File: config.mk
export PLATFORM = sky130hd
export DESIGN_NAME = mem_read_path
export DESIGN_NICKNAME = d
export VERILOG_FILES = /design/src/source/mem_read_pkg.sv /design/src/source/rd_tag_if.sv /design/src/source/mem_read_path.sv /design/src/source/read_response_merger.sv /design/src/source/read_request_issuer.sv /design/src/source/sync_fifo.sv
export VERILOG_INCLUDE_DIRS = /design/src /design/src/source
export SDC_FILE = /design/constraint.sdc
export NUM_CORES = 1
export LEC_CHECK = 0
export BUFFER_PORTS_ARGS = -buffer_cell sky130_fd_sc_hd__buf_2
export CAP_MARGIN = 20
export CORE_MARGIN = 5
export CORE_UTILIZATION = 54
export CTS_CLUSTER_DIAMETER = 80
export DETAILED_ROUTE_END_ITERATION = 6
export PLACE_DENSITY_LB_ADDON = 0.15
export SYNTH_ARGS = -nofsm -noshare
export SYNTH_HDL_FRONTEND = slang
export SYNTH_SLANG_ARGS = --single-unit
File: constraint.sdc
create_clock -name clk -period 11.5 [get_ports clk]
set_input_delay 1.725 -clock clk [delete_from_list [all_inputs] [get_ports clk]]
set_output_delay 1.725 -clock clk [all_outputs]
set_load 0.01 [all_outputs]
File: src/source/mem_read_settings.svh
// width, beat step and queue depth macros for the read path
`ifndef MEM_READ_SETTINGS_SVH
`define MEM_READ_SETTINGS_SVH

// byte address width
`define MEM_ADDR_W 32

// beat count of one macro read
`define BEAT_COUNT_W 10

// one beat of memory data
`define MEM_DATA_W 64

// bytes per beat, also the address step
`define BEAT_BYTES 8

// log2 of queue depths
`define MACRO_Q_LOG_DEPTH 2
`define TAG_Q_LOG_DEPTH 3
`define REQ_Q_LOG_DEPTH 2
`define RESP_Q_LOG_DEPTH 3

`endif
File: src/source/mem_read_pkg.sv
// read path types: address, beat count, beat data and sequencer states
`include "mem_read_settings.svh"

package mem_read_pkg;

    // byte address on the memory port
    typedef logic [`MEM_ADDR_W-1:0] mem_addr_t;

    // number of beats in a macro read
    typedef logic [`BEAT_COUNT_W-1:0] beat_count_t;

    // one beat of data
    typedef logic [`MEM_DATA_W-1:0] beat_data_t;

    // sequencer states
    // idle waits on the macro queue
    // beats walks through the current macro read
    typedef enum logic {
        ISSUE_IDLE  = 1'b0,
        ISSUE_BEATS = 1'b1
    } issue_state_t;

endpackage

File: src/source/rd_tag_if.sv
// beat tag interface between the request issuer and the response merger
`timescale 1ns/1ps

interface rd_tag_if;
    import mem_read_pkg::*;

    // one tag per issued beat
    logic      push;
    mem_addr_t addr;

    // tag queue flags, owned by the merger
    logic      full;
    logic      empty;

    // issuer still has work queued or in flight
    logic      pending;

    modport issuer (
        output push,
        output addr,
        output pending,
        input  full
    );

    modport merger (
        input  push,
        input  addr,
        output full,
        output empty
    );

endinterface

File: src/source/mem_read_path.sv
// read path top level: request issuer, response merger and rd_ready
`timescale 1ns/1ps

module mem_read_path (
    input  logic                      clk,
    input  logic                      rst,

    // client side macro reads
    input  logic                      rd_req,
    input  mem_read_pkg::mem_addr_t   rd_addr,
    input  mem_read_pkg::beat_count_t rd_size,
    output logic                      rd_ready,

    // memory request port
    output logic                      mem_req_valid,
    output mem_read_pkg::mem_addr_t   mem_req_addr,
    input  logic                      mem_req_grant,

    // memory response port
    input  logic                      mem_resp_valid,
    input  mem_read_pkg::beat_data_t  mem_resp_data,
    output logic                      mem_resp_grant,

    // accelerator input buffer
    input  logic                      inbuf_full,
    output logic                      inbuf_push,
    output mem_read_pkg::beat_data_t  inbuf_data,
    output mem_read_pkg::mem_addr_t   inbuf_addr
);

    // beat tags and busy status between the two halves
    rd_tag_if tag_if ();

    // macro queue, sequencer, request queue
    read_request_issuer issuer_i (
        .clk           (clk),
        .rst           (rst),
        .rd_req        (rd_req),
        .rd_addr       (rd_addr),
        .rd_size       (rd_size),
        .mem_req_valid (mem_req_valid),
        .mem_req_addr  (mem_req_addr),
        .mem_req_grant (mem_req_grant),
        .tag           (tag_if.issuer)
    );

    // response queue, tag queue, merge
    read_response_merger merger_i (
        .clk            (clk),
        .rst            (rst),
        .mem_resp_valid (mem_resp_valid),
        .mem_resp_data  (mem_resp_data),
        .mem_resp_grant (mem_resp_grant),
        .inbuf_full     (inbuf_full),
        .inbuf_push     (inbuf_push),
        .inbuf_data     (inbuf_data),
        .inbuf_addr     (inbuf_addr),
        .tag            (tag_if.merger)
    );

    // idle only when nothing is queued, sequenced or awaiting a response
    // an empty tag queue also means an empty response queue,
    // since every response belongs to a beat whose tag is still held
    assign rd_ready = !tag_if.pending && tag_if.empty;

endmodule

File: src/source/read_response_merger.sv
// response and tag queues, merged into input buffer writes
`timescale 1ns/1ps
`include "mem_read_settings.svh"

module read_response_merger (
    input  logic                     clk,
    input  logic                     rst,

    // in-order responses from memory
    input  logic                     mem_resp_valid,
    input  mem_read_pkg::beat_data_t mem_resp_data,
    output logic                     mem_resp_grant,

    // accelerator input buffer
    input  logic                     inbuf_full,
    output logic                     inbuf_push,
    output mem_read_pkg::beat_data_t inbuf_data,
    output mem_read_pkg::mem_addr_t  inbuf_addr,

    // beat tags from the issuer
    rd_tag_if.merger                 tag
);

    logic resp_push;
    logic resp_empty;
    logic resp_full;
    logic merge;

    // response accepted whenever there is room
    assign resp_push      = mem_resp_valid && !resp_full;
    assign mem_resp_grant = resp_push;

    sync_fifo #(
        .WIDTH     (`MEM_DATA_W),
        .LOG_DEPTH (`RESP_Q_LOG_DEPTH)
    ) resp_q (
        .clk   (clk),
        .rst   (rst),
        .push  (resp_push),
        .pop   (merge),
        .din   (mem_resp_data),
        .dout  (inbuf_data),
        .full  (resp_full),
        .empty (resp_empty)
    );

    // one tag per issued beat, same order as responses
    sync_fifo #(
        .WIDTH     (`MEM_ADDR_W),
        .LOG_DEPTH (`TAG_Q_LOG_DEPTH)
    ) tag_q (
        .clk   (clk),
        .rst   (rst),
        .push  (tag.push),
        .pop   (merge),
        .din   (tag.addr),
        .dout  (inbuf_addr),
        .full  (tag.full),
        .empty (tag.empty)
    );

    // both heads present and buffer has room
    // pops of both queues land at the next edge
    assign merge      = !tag.empty && !resp_empty && !inbuf_full;
    assign inbuf_push = merge;

endmodule

File: src/source/read_request_issuer.sv
// macro read queue, beat sequencer and memory request queue
`timescale 1ns/1ps
`include "mem_read_settings.svh"

module read_request_issuer (
    input  logic                      clk,
    input  logic                      rst,

    // macro read from the client
    input  logic                      rd_req,
    input  mem_read_pkg::mem_addr_t   rd_addr,
    input  mem_read_pkg::beat_count_t rd_size,

    // single-beat requests to memory
    output logic                      mem_req_valid,
    output mem_read_pkg::mem_addr_t   mem_req_addr,
    input  logic                      mem_req_grant,

    // beat tags toward the merger
    rd_tag_if.issuer                  tag
);
    import mem_read_pkg::*;

    localparam int MACRO_W = `MEM_ADDR_W + `BEAT_COUNT_W;

    // macro queue
    logic               macro_push;
    logic               macro_pop;
    logic [MACRO_W-1:0] macro_din;
    logic [MACRO_W-1:0] macro_dout;
    logic               macro_full;
    logic               macro_empty;
    mem_addr_t          macro_addr;
    beat_count_t        macro_size;

    // request queue
    logic               req_push;
    logic               req_pop;
    mem_addr_t          req_dout;
    logic               req_full;
    logic               req_empty;

    // sequencer
    issue_state_t       state;
    mem_addr_t          cur_addr;
    beat_count_t        beats_left;
    logic               issue_beat;

    // no back-pressure toward the client beyond rd_ready
    assign macro_push = rd_req && !macro_full;
    assign macro_din  = {rd_addr, rd_size};
    assign {macro_addr, macro_size} = macro_dout;

    sync_fifo #(
        .WIDTH     (MACRO_W),
        .LOG_DEPTH (`MACRO_Q_LOG_DEPTH)
    ) macro_q (
        .clk   (clk),
        .rst   (rst),
        .push  (macro_push),
        .pop   (macro_pop),
        .din   (macro_din),
        .dout  (macro_dout),
        .full  (macro_full),
        .empty (macro_empty)
    );

    // take next macro read only when idle
    assign macro_pop = (state == ISSUE_IDLE) && !macro_empty;

    // one beat per cycle, needs room in both req and tag queues
    assign issue_beat = (state == ISSUE_BEATS) && !req_full && !tag.full;

    always_ff @(posedge clk) begin
        if (rst) begin
            state      <= ISSUE_IDLE;
            beats_left <= '0;
        end else begin
            case (state)
                ISSUE_IDLE: begin
                    if (macro_pop) begin
                        beats_left <= macro_size;
                        // zero-beat read is consumed with no beats
                        if (macro_size != '0) begin
                            state <= ISSUE_BEATS;
                        end
                    end
                end
                ISSUE_BEATS: begin
                    if (issue_beat) begin
                        beats_left <= beats_left - 1'b1;
                        if (beats_left == beat_count_t'(1)) begin
                            state <= ISSUE_IDLE;
                        end
                    end
                end
                default: state <= ISSUE_IDLE;
            endcase
        end
    end

    // beat address, loaded on pop and stepped per beat
    always_ff @(posedge clk) begin
        if (macro_pop) begin
            cur_addr <= macro_addr;
        end else if (issue_beat) begin
            cur_addr <= cur_addr + mem_addr_t'(`BEAT_BYTES);
        end
    end

    // same address goes to memory and to the tag queue
    assign req_push = issue_beat;
    assign tag.push = issue_beat;
    assign tag.addr = cur_addr;

    sync_fifo #(
        .WIDTH     (`MEM_ADDR_W),
        .LOG_DEPTH (`REQ_Q_LOG_DEPTH)
    ) req_q (
        .clk   (clk),
        .rst   (rst),
        .push  (req_push),
        .pop   (req_pop),
        .din   (cur_addr),
        .dout  (req_dout),
        .full  (req_full),
        .empty (req_empty)
    );

    // memory port driven straight from the queue head
    assign mem_req_valid = !req_empty;
    assign mem_req_addr  = req_dout;
    assign req_pop       = mem_req_valid && mem_req_grant;

    // anything still to issue or still waiting for a grant
    assign tag.pending = !macro_empty || !req_empty || (state != ISSUE_IDLE);

endmodule

File: src/source/sync_fifo.sv
// synchronous show-ahead FIFO with full and empty flags
`timescale 1ns/1ps

module sync_fifo #(
    parameter int WIDTH     = 8,
    parameter int LOG_DEPTH = 2
) (
    input  logic             clk,
    input  logic             rst,
    input  logic             push,
    input  logic             pop,
    input  logic [WIDTH-1:0] din,
    output logic [WIDTH-1:0] dout,
    output logic             full,
    output logic             empty
);

    localparam int DEPTH = 2 ** LOG_DEPTH;

    logic [WIDTH-1:0]     mem [DEPTH];
    logic [LOG_DEPTH-1:0] wr_ptr;
    logic [LOG_DEPTH-1:0] rd_ptr;
    logic [LOG_DEPTH:0]   count;
    logic                 do_push;
    logic                 do_pop;

    // illegal push or pop simply dropped here
    assign do_push = push && !full;
    assign do_pop  = pop && !empty;

    assign full  = (count == (LOG_DEPTH + 1)'(DEPTH));
    assign empty = (count == '0);

    // head entry, valid while not empty
    assign dout = mem[rd_ptr];

    // storage
    always_ff @(posedge clk) begin
        if (do_push) begin
            mem[wr_ptr] <= din;
        end
    end

    // pointers wrap on their own width
    always_ff @(posedge clk) begin
        if (rst) begin
            wr_ptr <= '0;
            rd_ptr <= '0;
            count  <= '0;
        end else begin
            if (do_push) begin
                wr_ptr <= wr_ptr + 1'b1;
            end
            if (do_pop) begin
                rd_ptr <= rd_ptr + 1'b1;
            end
            case ({do_push, do_pop})
                2'b10:   count <= count + 1'b1;
                2'b01:   count <= count - 1'b1;
                default: count <= count;
            endcase
        end
    end

endmodule

Word-level counts from Yosys, hierarchy flattened:

Memories as Yosys holds them, arrays and structs flattened. A register that Yosys moved wholly into a read port is not among the register bits.
Cells that the tools add are included.

* register bits: 77
* RAM bits: 1064
* output and inout port bits: 132
* logic and storage cells: 123
* memories kept: 4

Memories
* merger_i.resp_q.mem: depth 8, bits a word 64, read ports 1, clocked after Yosys merged registers in 1, wr ports 1, line sync_fifo.sv:20 `logic [WIDTH-1:0] mem [DEPTH];`
* merger_i.tag_q.mem: depth 8, bits a word 32, read ports 1, clocked after Yosys merged registers in 1, wr ports 1, line sync_fifo.sv:20
* issuer_i.macro_q.mem: depth 4, bits a word 42, read ports 1, clocked after Yosys merged registers in 1, wr ports 1, line sync_fifo.sv:20
* issuer_i.req_q.mem: depth 4, bits a word 32, read ports 1, clocked after Yosys merged registers in 1, wr ports 1, line sync_fifo.sv:20

* add/subtract/negate cells: 18
* eq/ne operators: 15
* mux-type cells: 30
* bitwise operators: 1
* reduce and logical (&&, ||, !) cells: 40

Operators by type and width (number)
* $mux 32: 2
* $add 32x4->32 const B: 1
* $mux 10: 2
* $pmux 10 s2: 1
* $add 3x1->3 const B: 6
* $logic_and 1x1->1: 17
* $pmux 4 s2: 2
* $mux 1: 12
* $mux 3: 4
* $pmux 3 s2: 2
* $eq 10x1->1 const B: 1
* $logic_not 1->1: 10
* $reduce_bool 10->1: 1
* $reduce_bool 2->1: 5
* $sub 10x1->10 const B: 1
* $add 2x1->2 const B: 4
* $add 4x1->4 const B: 2
* $eq 2x1->1 const B: 4
* $eq 2x2->1 const B: 4
* $eq 4x4->1 const B: 2
* $logic_not 4->1: 2
* $mux 2: 4
* $sub 4x1->4 const B: 2
* $eq 3x3->1 const B: 2
* 7 further kinds: 11

Depth between registers and ports, before layout:

Gate-level depths: netlist (run 1).

* depth after elaboration: 7
* gate-level depth with buffers: 12

By module:

From an unflattened synthesis (run 1), not the netlist that was laid out.

* cells, all modules: 2047
* area total of the unflattened synthesis: 44795.5 um^2

By module, submodules not included
* sync_fifo (merger_i.resp_q): instances 1, cells an instance 813, area an instance 19875.3 um^2
* sync_fifo (merger_i.tag_q): instances 1, cells an instance 444, area an instance 10513.8 um^2
* sync_fifo (issuer_i.macro_q): instances 1, cells an instance 274, area an instance 6601.3 um^2
* sync_fifo (issuer_i.req_q): instances 1, cells an instance 221, area an instance 5143.7 um^2
* read_request_issuer: instances 1, cells an instance 292, area an instance 2631.3 um^2
* read_response_merger: instances 1, cells an instance 2, area an instance 16.3 um^2
* mem_read_path: instances 1, cells an instance 1, area an instance 13.8 um^2

Worst setup path before layout (run 1):

Ideal clock, no wire load.

* kind: input to register
* start: input port mem_resp_valid
* end: memory merger_i.resp_q.mem[0][0] (netlist bit) (enable)
* library setup time: 644 ps
* arrival time: 7946 ps
* data required time: 10856 ps
* slack: 2910 ps
* stages: 2
* path buffers: 0
* cells stage by stage: nand2_1 > nor4_1

* longest elaborated chain between the ends: 4

Ends and longest elaborated chain
* from (decl): line mem_read_path.sv:20 `input logic mem_resp_valid,`
* $logic_and 1x1->1: line read_response_merger.sv:30 `assign resp_push = mem_resp_valid && !resp_full;`
* $logic_and 1x1->1: line sync_fifo.sv:28 `assign do_push = push && !full;`
* $mux 1: line sync_fifo.sv:39 `if (do_push) begin`
* $mux 1 (implied by the code): line sync_fifo.sv:40 `mem[wr_ptr] <= din;`
* to (decl): line sync_fifo.sv:20

No other way between the ends.

==> results.toml, run 1 <==
[global_routing]
grt_max_degree = 79
grt_pass1_wl_um = 133000
grt_usage_pct = 20.2
grt_pass1_vias = 21426
antenna_found_initial = 14
globalRoute.totalOverflow = 0

[finish]
n_fill_cell = 5573
final_nets = 2460
layout_commonest_cell = "edfxtp_1"
layout-drive-gt1-share_pct = 34.6
layout_common_cells = "edfxtp_1, mux4_2, buf_2"
syn_to_final_growth_pct = 13.9

[sta]
setup_violations = 0
tns_ps = 0
hold_viol_final = 0
timing.final.crit_share_pct = 44.1
fin_skew_ps = 17.7
rsz0062_at_grt = "no"
holdWs_ps = 480
slew_headroom_pct = 32.4
worst_slack_ps = 6430
fin_crit_ps = 5070
worst_pin_slew_ps = 1010
fmax_mhz = 197
drv_slew = 0

[synthesis]
synth.net_count = 2149
synth.yosys.seq_area_share_pct = 77.3
yosysUniqueCellTypes = 47
synthArstFlopShare_pct = 0
postSynthCellCount = 2012
synth_area_um2 = 44000
synth_edf_count = 1096
yosysTopAreaCellShare_pct = 74.8
synth_ff_type = "edfxtp_1"
ys_top_cells_by_area = "edfxtp_1, mux4_2, mux2_2"
syn_avg_cell_area_um2 = 21.9
synth_top_cell_by_area = "edfxtp_1"
ys_seq_elements = 1151
ys_warn_count = 0

[floorplan]
row_count = 104
start_util_pct = 54.5
ios = 244
die_h_um = 295
die_area_um2 = 87300
core_area_um2 = 80700
die_w_um = 295

[min_path]
hold_start = "issuer_i.beats_left[9]$_SDFFE_PP0P_"
hp-class = "reg2reg"
holdPathStages = 2
whs_endpoint = "issuer_i.beats_left[9]$_SDFFE_PP0P_"

[critical_path]
end_kind = "output port"
cp_top_family = "buffers and inverters"
crit_buf_inv = 2
crit_fanout = 46
critPathRequiredTime_ps = 9780
critPathSlowestCell = "buf_4"
r2r-end = "merger_i.resp_q.mem[3][34]$_DFFE_PP_"
rr_worst_depth = 7
critPathLaunchType = "register"
cp_cell_sequence = "buf_4, mux4_2, mux2_2, buf_2"
arrival_ps = 3350
cpPeakStageDelay_ps = 820
r2r-start = "merger_i.resp_q.count[1]$_SDFFE_PP0P_"
worstSetupPathType = "reg2out"
rrSetupSlack_ps = 8290

[placed_design]
finalWeightedCongestion = 0.724
port_buffers = 243
hpwl_um = 49900
pre_cts_ws_ps = 6890

[status]
status = "finished, final reports clean"

[routing]
post_drt_wl_per_cell_um = 25.1
vias = 20321
dr.pass1.iters = 5
via_per_inst = 5.83
drc_errors = 0
wl_um = 87300
postRouteAntennaNets = 0
drt_first_iter_violations = 1681

[power_and_ir_drop]
finalPower_mw = 11.0
leakage_nw = 16.0
p_per_area_nw_per_um2 = 220
ir_drop_v = 0.000161

[clock_network]
clock_latency_ps = 670
cts_tree = "done"
post_cts_resized = 0
cts_max_level = 3
cts_hold_buf = 0
numCtsBuffers = 112
cts_root_buf = "clkbuf_16"
clkTransAtPathRegs_ps = 60
cts.path.max_buffers = 3
cts_setup_buffers = 0
clock_sinks = 1151

[flow_run]
maxCapViolations = 0
-- state kept, by name, indices dropped and copies added (netlist names), 4 cells and up, named ones only --
name and count:
merger_i.resp_q.mem 512, merger_i.tag_q.mem 256, issuer_i.macro_q.mem 168, issuer_i.req_q.mem 128, issuer_i.tag.addr 32, issuer_i.beats_left 10, merger_i.resp_q.count 4, merger_i.tag_q.count 4
-- cells by family after synthesis --
kind of cell             after synthesis  synth area share [%]
AO/OA/AOI/OAI                         81                  1.00
XOR/XNOR                              52                  1.04
adder cells (fa/ha/maj)               25                 0.745
buffers and inverters                112                  1.11
flip-flops                          1151                  77.3
multiplexers                         371                  16.3
AND/OR/NAND/NOR                      220                  2.46
-- worst max-delay path by stage --
stage	start	to	cells past startpoint
6_report	register	inbuf_data[12]	4
5_1_grt	register	inbuf_data[61]	4
4_1_cts	register	inbuf_data[36]	4
3_5_place_dp	register	inbuf_data[36]	4
3_3_place_gp	register	inbuf_data[41]	4
2_1_floorplan	mem_resp_valid	merger_i.resp_q.mem[0][0]$_DFFE_PP_	2
-- final cells by class --
cell class | count | area [um^2] | share of cell area (%)
Multi-Input combinational cell | 749 | 9590 | 19.1
Sequential cell | 1151 | 34000 | 67.9
Clock buffer | 150 | 2990 | 5.96
Antenna cell | 7 | 17.5 | 0.0350
Clock inverter | 59 | 494 | 0.986
Inverter | 22 | 82.6 | 0.165
Timing Repair Buffer | 287 | 1580 | 3.15
Tap cell | 1060 | 1330 | 2.65
-- layer usage --
metal | share of wire (%) | global-route usage (%) | vias to the layer above | wire length (um)
met1 | 43 | 29.6 | 10757 | 37800
met5 | 0.039 | 0 | - | 34
met3 | 5.1 | 3.42 | 139 | 4460
li1 | - | - | 8922 | -
met2 | 49 | 32.2 | 497 | 43000
met4 | 2.3 | 5.82 | 6 | 2040
-- stage by stage --
| stage | std cells | util [%] | instance area (um^2) |
|---|---|---|---|
| after global routing | 3482 | 62.1 | 50100 |
| after CTS | 3476 | 62.0 | 50000 |
| final | 3485 | 62.1 | 50100 |
| after detailed placement | 3267 | 57.7 | 46600 |
| after floorplan | 2012 | - | 44000 |
| after global placement | 3267 | 57.7 | 46600 |
-- worst min-delay path, delay by kind of cell, from the launching register on --
kind            cells  cell delay [ps]
compound gates      2              130
flops               1              310
-- power by group --
| group | switching, mW | internal [mW] |
|---|---|---|
| sequential | 0.412 | 5.26 |
| combinational | 1.07 | 0.847 |
| clock | 1.51 | 1.92 |
| total | 2.99 | 8.02 |
-- Yosys cell counts, types with 2 or more instances --
master	n
nor4_2	2
a21oi_1	23
nor2b_1	2
nand2b_1	4
nor4_1	4
and3_1	8
mux4_2	263
mux2_2	98
nand3b_1	2
buf_1	7
edfxtp_1	1096
and3b_1	2
clkbuf_1	51
or3_1	5
mux4_1	3
xnor2_1	15
nor2_1	54
dfxtp_1	55
nor3_1	18
o21ai_0	49
nor3b_1	6
nand4_1	7
buf_2	28
and2_1	17
fa_1	2
nand3_1	18
or4_1	3
inv_1	22
a31oi_1	3
nand2_1	63
xor2_1	37
buf_4	2
ha_1	23
mux2i_1	7
(Power assumes the default switching activity.)
==> run 2, diff against run 1 <==
- ABC_AREA: default -> 1
- clock period: 11.5 -> 5.2 ns (I/O delays scaled with it)
==> run 2 against run 1 <==
  * Global-route usage is 2.1 points higher
  * First-iteration DRC count is 39% higher
  * Clock-buffer cell count is 11 lower
  * Sequential power is 130% higher
  * Sequential cell count stayed put
  * Worst hold slack worse by 150 ps
  * Largest cell class unchanged
  * Largest power group unchanged
==> results.toml, run 2 <==
[status]
status = "finished, final reports clean"

[synthesis]
synth_ff_type = "edfxtp_1"
synth.yosys.seq_area_share_pct = 75.1
yosysUniqueCellTypes = 41
synthArstFlopShare_pct = 0
synth.net_count = 3712
yosysTopAreaCellShare_pct = 72.7
ys_seq_elements = 1151
synth_area_um2 = 45300
postSynthCellCount = 3575
synth_top_cell_by_area = "edfxtp_1"
synthTopCellsByCount = "edfxtp_1, nor2_1, o21ai_0"
ys_top_cells_by_area = "edfxtp_1, nor2_1, o21ai_0"
ys_warn_count = 0
syn_avg_cell_area_um2 = 12.7
synth.most_common_cell = "edfxtp_1"
synth_edf_count = 1096

[global_routing]
grt-busiest-layer = "met2"
grt_usage_pct = 22.3
grt_pass1_vias = 26677
grt_max_degree = 256
grt_pass1_wl_um = 157000
globalRoute.totalOverflow = 0
antenna_found_initial = 12
met1_usage_pct = 32.5
met3_usage_pct = 3.43
met2_usage_pct = 36.2

[sta]
drv_slew = 0
worst_slack_ps = 1200
setup_violations = 0
rsz0062_at_grt = "no"
tns_ps = 0
slew_headroom_pct = 16.9
worst_pin_slew_ps = 1250
timing.final.crit_share_pct = 76.9
hold_viol_final = 0
fin_crit_ps = 4000
fin_skew_ps = 26.8
fmax_mhz = 250

[routing]
wl_um = 102000
drc_errors = 0
dr.pass1.iters = 6
vias = 27983
via_per_inst = 5.65
post_drt_wl_per_cell_um = 20.7
drt_first_iter_violations = 2333
postRouteAntennaNets = 0

[clock_network]
numCtsBuffers = 113
cts_setup_buffers = 0
cts_tree = "done"
post_cts_resized = 0
cts_max_level = 3
clock_latency_ps = 670
cts.path.max_buffers = 3
cts_root_buf = "clkbuf_16"
clkTransAtPathRegs_ps = 60
clock_sinks = 1151
cts_hold_buf = 0

[placed_design]
place_area_um2 = 47500
pre_cts_ws_ps = 1880
hpwl_um = 56900
port_buffers = 243
finalWeightedCongestion = 0.817

[flow_run]
maxCapViolations = 0

[critical_path]
rrSetupSlack_ps = 2030
arrival_ps = 3220
crit_fanout = 73
worstSetupPathType = "reg2out"
critPathRequiredTime_ps = 4420
end_kind = "output port"
critPathLaunchType = "register"

[finish]
design_area_um2 = 51300
largest_reg_flops = 512
layout-drive-gt1-share_pct = 12.9
layout_common_cells = "edfxtp_1, nor2_1, o21ai_0"
regMostFlops = "merger_i.resp_q.mem"
final_nets = 3914
syn_to_final_growth_pct = 13.3
largest_registers = "merger_i.resp_q.mem (512), merger_i.tag_q.mem (256), issuer_i.macro_q.mem (168)"
layout_commonest_cell = "edfxtp_1"
n_fill_cell = 6466

[floorplan]
die_h_um = 300
ios = 244
core_area_um2 = 83400
start_util_pct = 54.3
row_count = 106
die_w_um = 300
die_area_um2 = 89800

[power_and_ir_drop]
finalPower_mw = 28.2
ir_drop_v = 0.000390
leakage_nw = 17.7
p_per_area_nw_per_um2 = 550

[min_path]
hp-class = "in2reg"
-- run 2: changes by cell type after synthesis, sizes merged, moves of 68 or more --
cell   delta
nor2    +831
o21ai   +498
mux4    -266
nand2   +171
o22ai   +146
mux2     -98
a31oi    +97
inv      +68
-- run 2: power by group --
group / internal [mW] / switching [mW]
logic: 2.25 / 4.98
clock network: 4.81 / 3.38
registers: 11.8 / 1.01
-- run 2: cells by family after synthesis --
group	share of synthesized area [%]
adders and majority gates	0.724
and+or+nand+nor	10.3
AOI/OAI and AO/OA	10.5
xor gates and xnor gates	0.503
buffers and inverters	2.91
DFF	75.1
-- run 2: metal layers --
metal / vias to the layer above / share of wire [%]
li1: 13357 / -
met1: 13746 / 45
met2: 735 / 48
met3: 133 / 5.8
met4: 12 / 1.8
met5: - / 0.078
-- run 2: area by class of cell --
class	instances	area (um^2)	share of cell area [%]
multi-input cells	2125	10100	19.7
flip-flops and latches	1151	34000	66.3
clock inverters	68	731	1.42
repair buffers	294	1690	3.29
diodes	4	10.0	0.0195
inverters	92	357	0.695
clock buffers	139	3010	5.87
well taps	1080	1350	2.63
-- run 2: worst max-delay path, cell delays in order, from the launching register on --
cell,delay (ps)
dfxtp_4,710
buf_4,690
o21ai_0,200
o22ai_1,200
nor2_1,60
a31oi_1,390
buf_2,220
-- run 2: worst paths after layout --
path | cells after the start | end | startpoint
setup / recovery | 6 | inbuf_addr[26] | register
hold / removal | 1 | issuer_i.macro_q.mem[2][19]$_DFFE_PP_ | rd_addr[9]
setup reg to reg | 11 | issuer_i.macro_q.count[2]$_SDFFE_PP0P_ | issuer_i.state$_SDFF_PP0_
hold reg to reg | 2 | register | issuer_i.req_q.rd_ptr[1]$_SDFFE_PP0P_
-- run 2: metrics by stage --
| stage | std cells | hold slack, ps | util, % |
|---|---|---|---|
| after floorplan | 3575 | 436 | - |
| after global placement | 4739 | 455 | 56.9 |
| after detailed placement | 4739 | 462 | 56.9 |
| after CTS | 4946 | 286 | 61.4 |
| after global routing | 4949 | 306 | 61.5 |
| final | 4953 | 331 | 61.5 |
